`src/design/fifo_pkg.sv`:
```
// ****************************************
// buffer side types
// ****************************************
package fifo_pkg;

    // one stored data word
    typedef logic [31:0] word_t;

    // occupancy, wide enough for depths up to 2^15
    typedef logic [15:0] count_t;

    // buffer state as seen by both apb ports
    typedef struct packed {
        count_t count;  // words held, output stage included
        logic   full;   // no room for another push
        logic   empty;  // no valid head word
    } fifo_status_t;

endpackage : fifo_pkg

```
`src/design/apb_pkg.sv`:
```
// ****************************************
// apb bus side types and register map
// ****************************************
package apb_pkg;

    // byte address on both ports
    typedef logic [11:0] paddr_t;

    // master to slave
    typedef struct packed {
        logic            psel;
        logic            penable;
        logic            pwrite;
        paddr_t          paddr;
        fifo_pkg::word_t pwdata;
    } apb_req_t;

    // slave to master, no wait states so pready stays high
    typedef struct packed {
        logic            pready;
        fifo_pkg::word_t prdata;
        logic            pslverr;
    } apb_rsp_t;

    // register offsets
    localparam paddr_t DATA_OFS   = 12'h000;  // push / pop data
    localparam paddr_t STATUS_OFS = 12'h004;  // count, full, empty
    localparam paddr_t CTRL_OFS   = 12'h008;  // bit 0 flushes

    // status word layout, count sits in 15:0
    localparam int STATUS_FULL_BIT  = 16;
    localparam int STATUS_EMPTY_BIT = 17;

    // packs buffer state into the STATUS read word
    function automatic fifo_pkg::word_t status_word(input fifo_pkg::fifo_status_t s);
        fifo_pkg::word_t w;
        w                   = '0;
        w[15:0]             = s.count;
        w[STATUS_FULL_BIT]  = s.full;
        w[STATUS_EMPTY_BIT] = s.empty;
        return w;
    endfunction

endpackage : apb_pkg

```
`src/design/fifo_mem.sv`:
```
`timescale 1ns/1ns

module fifo_mem #(
    parameter int ADDR_WIDTH = 4  // log2 of depth
) (
    input  logic             clk,
    input  logic             rst_n,
    input  logic             clear,      // sync flush
    input  logic             push,
    input  fifo_pkg::word_t  push_data,
    input  logic             pop,
    output fifo_pkg::word_t  mem_data,   // valid one cycle after pop
    output logic             mem_empty,
    output logic             mem_full,
    output fifo_pkg::count_t mem_count
);

    localparam int DEPTH = 1 << ADDR_WIDTH;

    // pointer with one extra wrap bit
    typedef logic [ADDR_WIDTH:0] ptr_t;

    fifo_pkg::word_t ram [DEPTH];  // storage

    ptr_t wr_ptr;    // next write slot
    ptr_t wr_ptr_q;  // write pointer one cycle late for the read side
    ptr_t rd_ptr;    // next read slot
    ptr_t used;      // words committed to the read side

    logic do_push;
    logic do_pop;

    // clear wins over both strobes
    assign do_push = push && !clear;
    assign do_pop  = pop && !clear;

    // ****************************************
    // pointers
    // ****************************************
    always_ff @(posedge clk or negedge rst_n) begin
        if (!rst_n) begin
            wr_ptr   <= '0;
            wr_ptr_q <= '0;
            rd_ptr   <= '0;
        end else if (clear) begin
            wr_ptr   <= '0;
            wr_ptr_q <= '0;
            rd_ptr   <= '0;
        end else begin
            wr_ptr_q <= wr_ptr;  // new word visible to reader next cycle
            if (do_push) begin
                wr_ptr <= wr_ptr + 1'b1;
            end
            if (do_pop) begin
                rd_ptr <= rd_ptr + 1'b1;
            end
        end
    end

    // ****************************************
    // ram write and registered read
    // ****************************************
    always_ff @(posedge clk) begin
        if (do_push) begin
            ram[wr_ptr[ADDR_WIDTH-1:0]] <= push_data;
        end
    end

    always_ff @(posedge clk) begin
        if (do_pop) begin
            mem_data <= ram[rd_ptr[ADDR_WIDTH-1:0]];  // lands one cycle later
        end
    end

    // flags
    assign used      = wr_ptr_q - rd_ptr;
    assign mem_empty = (wr_ptr_q == rd_ptr);  // lags a push by one cycle
    assign mem_full  = (wr_ptr[ADDR_WIDTH-1:0] == rd_ptr[ADDR_WIDTH-1:0]) &&
                       (wr_ptr[ADDR_WIDTH] != rd_ptr[ADDR_WIDTH]);  // live write side
    assign mem_count = fifo_pkg::count_t'(used);

    // the ports must refuse before the core overflows or underflows
    a_no_push_full: assert property (@(posedge clk) disable iff (!rst_n)
        do_push |-> !mem_full)
        else $error("fifo_mem: push while full");

    a_no_pop_empty: assert property (@(posedge clk) disable iff (!rst_n)
        do_pop |-> !mem_empty)
        else $error("fifo_mem: pop while empty");

endmodule : fifo_mem

```
`src/design/fifo_fwft.sv`:
```
`timescale 1ns/1ns

module fifo_fwft #(
    parameter int ADDR_WIDTH = 4
) (
    input  logic                   clk,
    input  logic                   rst_n,
    input  logic                   flush,
    input  logic                   push,
    input  fifo_pkg::word_t        push_data,
    input  logic                   pop,
    output fifo_pkg::word_t        head,    // valid while status.empty is low
    output fifo_pkg::fifo_status_t status
);

    localparam int DEPTH = 1 << ADDR_WIDTH;

    logic             mem_pop;
    fifo_pkg::word_t  mem_data;
    logic             mem_empty;
    logic             mem_full;
    fifo_pkg::count_t mem_count;
    fifo_pkg::count_t total;
    logic             out_valid;  // head holds a word

    // ****************************************
    // prefetch control
    // ****************************************
    // refill the output stage when it is free or being drained
    assign mem_pop = !mem_empty && (!out_valid || pop) && !flush;

    always_ff @(posedge clk or negedge rst_n) begin
        if (!rst_n) begin
            out_valid <= 1'b0;
        end else if (flush) begin
            out_valid <= 1'b0;
        end else if (mem_pop) begin
            out_valid <= 1'b1;  // refilled even when popped this edge
        end else if (pop) begin
            out_valid <= 1'b0;  // drained with nothing behind it
        end
    end

    // ****************************************
    // status
    // ****************************************
    assign total        = mem_count + fifo_pkg::count_t'(out_valid);  // core plus stage
    assign head         = mem_data;
    assign status.count = total;
    assign status.full  = mem_full || (total == fifo_pkg::count_t'(DEPTH));
    assign status.empty = !out_valid;

    fifo_mem #(
        .ADDR_WIDTH (ADDR_WIDTH)
    ) u_fifo_mem (
        .clk       (clk),
        .rst_n     (rst_n),
        .clear     (flush),
        .push      (push),
        .push_data (push_data),
        .pop       (mem_pop),
        .mem_data  (mem_data),
        .mem_empty (mem_empty),
        .mem_full  (mem_full),
        .mem_count (mem_count)
    );

    // consumer may only take a word that is there
    a_pop_valid: assert property (@(posedge clk) disable iff (!rst_n)
        pop |-> out_valid)
        else $error("fifo_fwft: pop without valid head");

endmodule : fifo_fwft

```
`src/design/apb_push_port.sv`:
```
`timescale 1ns/1ns

module apb_push_port (
    input  logic                   clk,
    input  logic                   rst_n,
    input  apb_pkg::apb_req_t      req,
    output apb_pkg::apb_rsp_t      rsp,
    input  fifo_pkg::fifo_status_t status,
    output logic                   push,
    output fifo_pkg::word_t        push_data,
    output logic                   flush
);

    logic access;     // second cycle of a transfer
    logic wr_data;    // write to DATA
    logic wr_ctrl;    // write to CTRL, any value
    logic rd_status;  // read of STATUS
    logic refused;    // DATA write while full

    // ****************************************
    // address decode
    // ****************************************
    assign access    = req.psel && req.penable;
    assign wr_data   = access && req.pwrite && (req.paddr == apb_pkg::DATA_OFS);
    assign wr_ctrl   = access && req.pwrite && (req.paddr == apb_pkg::CTRL_OFS);
    assign rd_status = access && !req.pwrite && (req.paddr == apb_pkg::STATUS_OFS);

    // strobes, taken by the buffer on the edge ending the access
    assign refused   = wr_data && status.full;
    assign push      = wr_data && !status.full;  // full drops the word
    assign push_data = req.pwdata;
    assign flush     = wr_ctrl && req.pwdata[0];  // ctrl bit 0

    // ****************************************
    // response, combinational
    // ****************************************
    always_comb begin
        rsp.pready  = 1'b1;  // never stalls
        rsp.prdata  = '0;
        rsp.pslverr = 1'b0;
        if (rd_status) begin
            rsp.prdata = apb_pkg::status_word(status);
        end
        if (refused) begin
            rsp.pslverr = 1'b1;
        end else if (access && !(wr_data || wr_ctrl || rd_status)) begin
            rsp.pslverr = 1'b1;  // undefined access
        end
    end

    // master must keep psel up through the access cycle
    a_penable_psel: assert property (@(posedge clk) disable iff (!rst_n)
        req.penable |-> req.psel)
        else $error("apb_push_port: penable without psel");

endmodule : apb_push_port

```
`src/design/apb_pop_port.sv`:
```
`timescale 1ns/1ns

module apb_pop_port (
    input  logic                   clk,
    input  logic                   rst_n,
    input  apb_pkg::apb_req_t      req,
    output apb_pkg::apb_rsp_t      rsp,
    input  fifo_pkg::fifo_status_t status,
    input  fifo_pkg::word_t        head,
    output logic                   pop
);

    logic access;     // second cycle of a transfer
    logic rd_data;    // read of DATA
    logic rd_status;  // read of STATUS

    // ****************************************
    // address decode
    // ****************************************
    assign access    = req.psel && req.penable;
    assign rd_data   = access && !req.pwrite && (req.paddr == apb_pkg::DATA_OFS);
    assign rd_status = access && !req.pwrite && (req.paddr == apb_pkg::STATUS_OFS);

    // head is already on the lines, drop it at the end of the access
    assign pop = rd_data && !status.empty;

    // response, no registers on this path
    always_comb begin
        rsp.pready  = 1'b1;
        rsp.prdata  = '0;
        rsp.pslverr = 1'b0;
        if (pop) begin
            rsp.prdata = head;
        end else if (rd_status) begin
            rsp.prdata = apb_pkg::status_word(status);
        end else if (access) begin
            // underflow, writes, unknown offsets
            rsp.pslverr = 1'b1;
        end
    end

    a_penable_psel: assert property (@(posedge clk) disable iff (!rst_n)
        req.penable |-> req.psel)
        else $error("apb_pop_port: penable without psel");

endmodule : apb_pop_port

```
`src/design/apb_fifo_top.sv`:
```
`timescale 1ns/1ns

module apb_fifo_top #(
    parameter int ADDR_WIDTH = 4  // 16 entries by default
) (
    input  logic              clk,
    input  logic              rst_n,
    input  apb_pkg::apb_req_t push_req,
    output apb_pkg::apb_rsp_t push_rsp,
    input  apb_pkg::apb_req_t pop_req,
    output apb_pkg::apb_rsp_t pop_rsp
);

    // ****************************************
    // producer -> buffer -> consumer
    // ****************************************
    logic                   push;
    fifo_pkg::word_t        push_data;
    logic                   flush;
    logic                   pop;
    fifo_pkg::word_t        head;
    fifo_pkg::fifo_status_t status;  // shared by both ports

    apb_push_port u_push_port (
        .clk       (clk),
        .rst_n     (rst_n),
        .req       (push_req),
        .rsp       (push_rsp),
        .status    (status),
        .push      (push),
        .push_data (push_data),
        .flush     (flush)
    );

    fifo_fwft #(
        .ADDR_WIDTH (ADDR_WIDTH)
    ) u_fifo_fwft (
        .clk       (clk),
        .rst_n     (rst_n),
        .flush     (flush),
        .push      (push),
        .push_data (push_data),
        .pop       (pop),
        .head      (head),
        .status    (status)
    );

    apb_pop_port u_pop_port (
        .clk    (clk),
        .rst_n  (rst_n),
        .req    (pop_req),
        .rsp    (pop_rsp),
        .status (status),
        .head   (head),
        .pop    (pop)
    );

endmodule : apb_fifo_top

```
`config.mk`:
```
export PLATFORM = sky130hd
export DESIGN_NAME = apb_fifo_top
export DESIGN_NICKNAME = d
export VERILOG_FILES = /design/src/design/fifo_pkg.sv /design/src/design/apb_pkg.sv /design/src/design/fifo_mem.sv /design/src/design/fifo_fwft.sv /design/src/design/apb_push_port.sv /design/src/design/apb_pop_port.sv /design/src/design/apb_fifo_top.sv
export SDC_FILE = /design/constraint.sdc
export NUM_CORES = 1
export LEC_CHECK = 0
export BUFFER_PORTS_ARGS = -buffer_cell sky130_fd_sc_hd__buf_2
export CAP_MARGIN = 20
export CORE_MARGIN = 5
export CORE_UTILIZATION = 40
export DETAILED_ROUTE_END_ITERATION = 12
export PLACE_DENSITY_LB_ADDON = 0.08
export SYNTH_ARGS = -nofsm -noshare
export SYNTH_HDL_FRONTEND = slang
export SYNTH_SLANG_ARGS = --single-unit
```
`constraint.sdc`:
```
create_clock -name clk -period 9.37 [get_ports clk]
set_input_delay 0.937 -clock clk [delete_from_list [all_inputs] [get_ports clk]]
set_output_delay 0.937 -clock clk [all_outputs]
set_load 0.02 [all_outputs]
```
==> Yosys cells after proc, flatten, opt, wreduce, memory -nomap -nowiden <==
Memory sizes are Yosys's and may differ from the RTL's. A register that Yosys moved wholly into a read port is not among the register bits.
Index checks and enable logic that the tools add are counted.
{ "word_totals": {"ff_bits": 16, "inputBits": 96, "out_inout_bits": 68, "memories": 1, "elab_cells": 70, "ramBits": 512} }
{ "memory_table": {"columns": ["name", "depth", "width", "rd", "rd_ports_with_merged_regs", "write_ports", "line_no", "rtl"], "rows": [
  ["u_fifo_fwft.u_fifo_mem.ram", 16, 32, 1, 1, 1, "fifo_mem.sv:23", "fifo_pkg::word_t ram [DEPTH];"]
]} }
{ "classes": {"n_reduce_logical": 36, "n_addsub": 4, "eq_ne": 7, "mux": 18} }
{ "ops": {"columns": ["op", "count"], "rows": [
  ["18-bit two-way mux", 2],
  ["32-bit two-way mux", 1],
  ["5-bit two-way mux", 5],
  ["12-bit by 3-bit == test with 1-bit output (second input constant)", 2],
  ["12-bit logical NOT", 2],
  ["1-bit logical AND", 20],
  ["16-bit by 5-bit == test with 1-bit output (second input constant)", 1],
  ["12-bit by 4-bit == test with 1-bit output (second input constant)", 1],
  ["5-bit by 1-bit adder with 5-bit output (second input constant)", 2],
  ["1-bit two-way mux", 10],
  ["1-bit logical NOT", 7],
  ["5-bit by 1-bit adder with 6-bit output", 1],
  ["5-bit == test", 1],
  ["5-bit subtractor", 1],
  ["4-bit == test", 1],
  ["1-bit logical OR", 4],
  ["2-bit nonzero test", 2],
  ["3-bit nonzero test", 1],
  ["1-bit != test", 1]
]} }

==> Longest topological paths before layout <==
{ "logic_depth": {"depth_word": 10, "ltp_mapped": 13, "depth_no_buf": 11} }

==> Hierarchy <==
A second synthesis with hierarchy kept.
{ "hier_totals": {"hier_cells": 1213, "area_unflattened_um2": 23171.0} }
{ "modules_own_cells": {"columns": ["module", "cells_per_inst", "area_per_inst_um2", "seq_area_each_um2", "n_inst"], "rows": [
  ["fifo_mem", 1015, 21684.5, 16711.0, 1],
  ["apb_push_port", 83, 614.3, 0.0, 1],
  ["fifo_fwft", 68, 461.7, 25.0, 1],
  ["apb_pop_port", 47, 410.4, 0.0, 1]
]} }

==> Worst setup path after synthesis <==
No wires, ideal clock.
{ "synth_path": {"path_kind": "register to output", "from": "register u_fifo_fwft.u_fifo_mem.rd_ptr[1]", "to": "output pop_rsp[17] in the netlist's numbering", "stages_incl_launch_ff": 12, "slack_ps": 5074, "arrival_time_ps": 3359, "required_ps": 8433, "cell_sequence": "dfrtp_1 clkbuf_1 clkbuf_1 clkbuf_1 inv_1 fa_1 ha_1 xnor3_4 o211ai_1 a2111oi_4 nor3_1 o21ai_0"} }
{ "synth_rtl": {"columns": ["item", "line_no", "rtl"], "rows": [
  ["start, declared", "fifo_mem.sv:27", "ptr_t rd_ptr;"],
  ["start signal, assigned", "fifo_mem.sv:55", "rd_ptr <= rd_ptr + 1'b1;"],
  ["end, declared", "apb_fifo_top.sv:11", "output apb_pkg::apb_rsp_t pop_rsp"]
]} }

==> qor.txt <==
Inst Count DP = 1767
FILL cells = 4592
vias = 9994
DRC viols = 0
Area Overhead vs Synth = 14.24%
flops & latches, synth = 560
LEAKAGE = 8.147 nW
compound-cell area share of the yosys netlist = 0.006880
Port-buffer cells = 105
CTS Buffer Depth = 3
HP Class = input pin to asynchronous set/reset pin
nets@finish = 1231
largest net degree at the start of global routing = 60
Worst Reg-to-Reg Cells = 10
Final Total Pwr = 4.973 mW
crit path launch = u_fifo_fwft.u_fifo_mem.rd_ptr[0]$_DFFE_PN0P_
Detail Placement HPWL = 25920 um
design area = 25140 um^2
WL/cell = 26.40 um
DIE AREA = 59800 um^2
global route overflow = 0
reg-to-reg startpoint = u_fifo_fwft.u_fifo_mem.rd_ptr[0]$_DFFE_PN0P_
Reg-to-Reg End = u_fifo_fwft.u_fifo_mem.ram[14][30]$_DFFE_PP_
Synth area leader = edfxtp_1
measured slew at the worst slew-check pin = 0.9815 ns
top post-synthesis cells by area = edfxtp_1 74%, mux4_2 16%, dfrtp_1 1.8%
Initial DRC Count = 808
first-pass GRT wire length = 72710 um
Final Setup Violations = 0
Top FF cell, synth = edfxtp_1
Worst Setup EP = push_rsp[0]
Setup TNS = 0 ns
GR Util All Layers = 0.1660
hold buffer count at cts = 0
Yosys top cell area share = 0.7424
Final ANT Viol Nets = 0
Tmin final = 5.277 ns
status = finished, final reports clean
boundary pin count = 164
number of enable flip-flop cells after synthesis = 544
post-synthesis simple-gate area fraction = 0.03031
Reg clk slew, reported paths = 0.06 ns
Max Cap Viol = 0
Root Driver = clkbuf_16
core area = 54770 um^2
CP Capture Type = output port
YS warnings = 0
Post-Synthesis Cells = 981
max-slew violations = 0
H-tree depth = 2
Post-CTS Setup Bufs = 0
Hold Slack = 0.2675 ns
vias in the first global route = 10600
num rows = 86
fin cells = 1874
CTS Buf Count = 57
xor/xnor share of the synthesized area = 0.006368
Post-Synth Adder-Cell Area = 0.007164
clock sink count = 560
Worst Path Required = 8.43 ns
Finished Core Util = 0.4590
relative slew slack = 0.3456
commonest non-fill, non-tap cells in the layout = 544 x edfxtp_1, 160 x mux4_2, 105 x buf_2
clk_skew = 0.02414 ns
final WL = 49480 um
antenna violations before repair = 4
Die Span Y = 244.5 um
Syn Area/Cell = 22.43 um^2
Final Hold Viols = 0
RSZ-0062 raised after global routing = false
dpl ws = 4.404 ns
Initial Utilization = 0.4018
critical path class = flip-flop to output port
Final GP Congestion = 0.7006
Post-Syn Area = 22000 um^2
mux contribution to synthesized area = 0.1680
CTS tree = yes
worst setup margin = 4.093 ns
CP Launch Type = flip-flop
fmax = 189.5 MHz
Worst EP arrival = 4.34 ns
post-CTS sizing = 0
Async S/R FF share, synth = 0.02857
CP Max Fanout = 43
share of layout cells above drive strength 1 = 0.3390
worst skew pair latency = 0.60 ns
most common cell after layout, fill and taps aside = edfxtp_1
pwr dens = 197.8 nW/um^2
Final period util = 0.5632
VDD IR max = 0.0001479 V
vias per inst = 5.333
largest family of logic cells by synthesized area = multiplexers
TritonRoute pass-1 iters = 4
post-synthesis cell type count = 44
R2R Setup Slk = 4.53 ns
register area share after synthesis = 0.7606
DIE WIDTH = 244.5 um
area post-placement = 23330 um^2
[state kept, by name, indices dropped and copies added (netlist names)]
register,cells
u_fifo_fwft.out_valid,1
u_fifo_fwft.u_fifo_mem.ram,512
u_fifo_fwft.u_fifo_mem.wr_ptr,5
u_fifo_fwft.u_fifo_mem.rd_ptr,5
u_fifo_fwft.u_fifo_mem.mem_data,32
u_fifo_fwft.u_fifo_mem.wr_ptr_q,5
[cells by family after synthesis]
| family | count (synthesis) |
|---|---|
| AOI/OAI and AO/OA | 23 |
| and+or+nand+nor | 117 |
| muxes | 167 |
| other | 2 |
| adders and majority gates | 12 |
| DFF | 560 |
| xor gates and xnor gates | 14 |
| buffers and inverters | 86 |
[routing by layer]
layer	routed length [um]	vias up	track usage
met1	22260	5384	0.2380
met3	2152	79	0.02973
met4	956	2	0.04109
met5	7	-	0
met2	24100	204	0.2684
li1	-	4325	-
[power breakdown]
group | leakage, nW | switching (mW) | internal [mW] | total (mW)
sequential | 5.08 | 0.000504 | 2.74 | 2.74
clock | 0.863 | 0.916 | 1.25 | 2.17
combinational | 2.21 | 0.0460 | 0.0143 | 0.0603
total | 8.15 | 0.962 | 4.01 | 4.97
[Yosys cell counts (4+ instances only)]
| master | count |
|---|---|
| ha_1 | 11 |
| clkbuf_1 | 29 |
| nor2_1 | 21 |
| edfxtp_1 | 544 |
| and2_1 | 28 |
| mux2_4 | 4 |
| buf_1 | 4 |
| nor2b_1 | 6 |
| nor4_1 | 5 |
| nand4_1 | 4 |
| xnor2_1 | 8 |
| and3_1 | 16 |
| buf_4 | 26 |
| inv_1 | 13 |
| mux4_2 | 160 |
| dfrtp_1 | 16 |
| xor2_1 | 5 |
| a21oi_1 | 7 |
| buf_2 | 11 |
| o21ai_0 | 9 |
| nand2_1 | 15 |
| nand3_1 | 7 |
[cell type report]
| class | instances | area, um^2 | area share |
|---|---|---|---|
| multi-input cells | 359 | 4940 | 0.1965 |
| clock inverters | 29 | 239.0 | 0.009507 |
| flip-flops and latches | 560 | 16740 | 0.6661 |
| inverters | 14 | 52.55 | 0.002090 |
| well taps | 704 | 880.8 | 0.03504 |
| repair buffers | 131 | 740.7 | 0.02947 |
| clock buffers | 75 | 1535 | 0.06107 |
| diodes | 2 | 5.005 | 0.0001991 |
[how the worst min path moves through the flow]
stage | endpoint | slack [ns] | cells after the start
CTS | u_fifo_fwft.u_fifo_mem.wr_ptr_q[4]$_DFF_PN0_ | 0.25 | 1
global placement | u_fifo_fwft.u_fifo_mem.wr_ptr_q[4]$_DFF_PN0_ | 0.53 | 1
detailed placement | u_fifo_fwft.u_fifo_mem.wr_ptr_q[4]$_DFF_PN0_ | 0.54 | 1
floorplan | u_fifo_fwft.u_fifo_mem.wr_ptr_q[4]$_DFF_PN0_ | 0.51 | 1
finish | u_fifo_fwft.u_fifo_mem.rd_ptr[4]$_DFFE_PN0P_ | 0.27 | 1
global route | u_fifo_fwft.u_fifo_mem.wr_ptr_q[4]$_DFF_PN0_ | 0.27 | 1
[worst max-delay path, cell delays in order, from the launching register on]
cell,delay [ns]
dfrtp_4,1.01
ha_1,0.30
inv_1,0.06
fa_1,0.50
ha_1,0.18
xnor3_4,0.34
o211ai_1,0.17
a2111oi_4,0.11
nor3_1,0.55
o21ai_0,0.16
and4_1,0.22
buf_2,0.16
No activity file was read; power rests on OpenSTA's default activity.
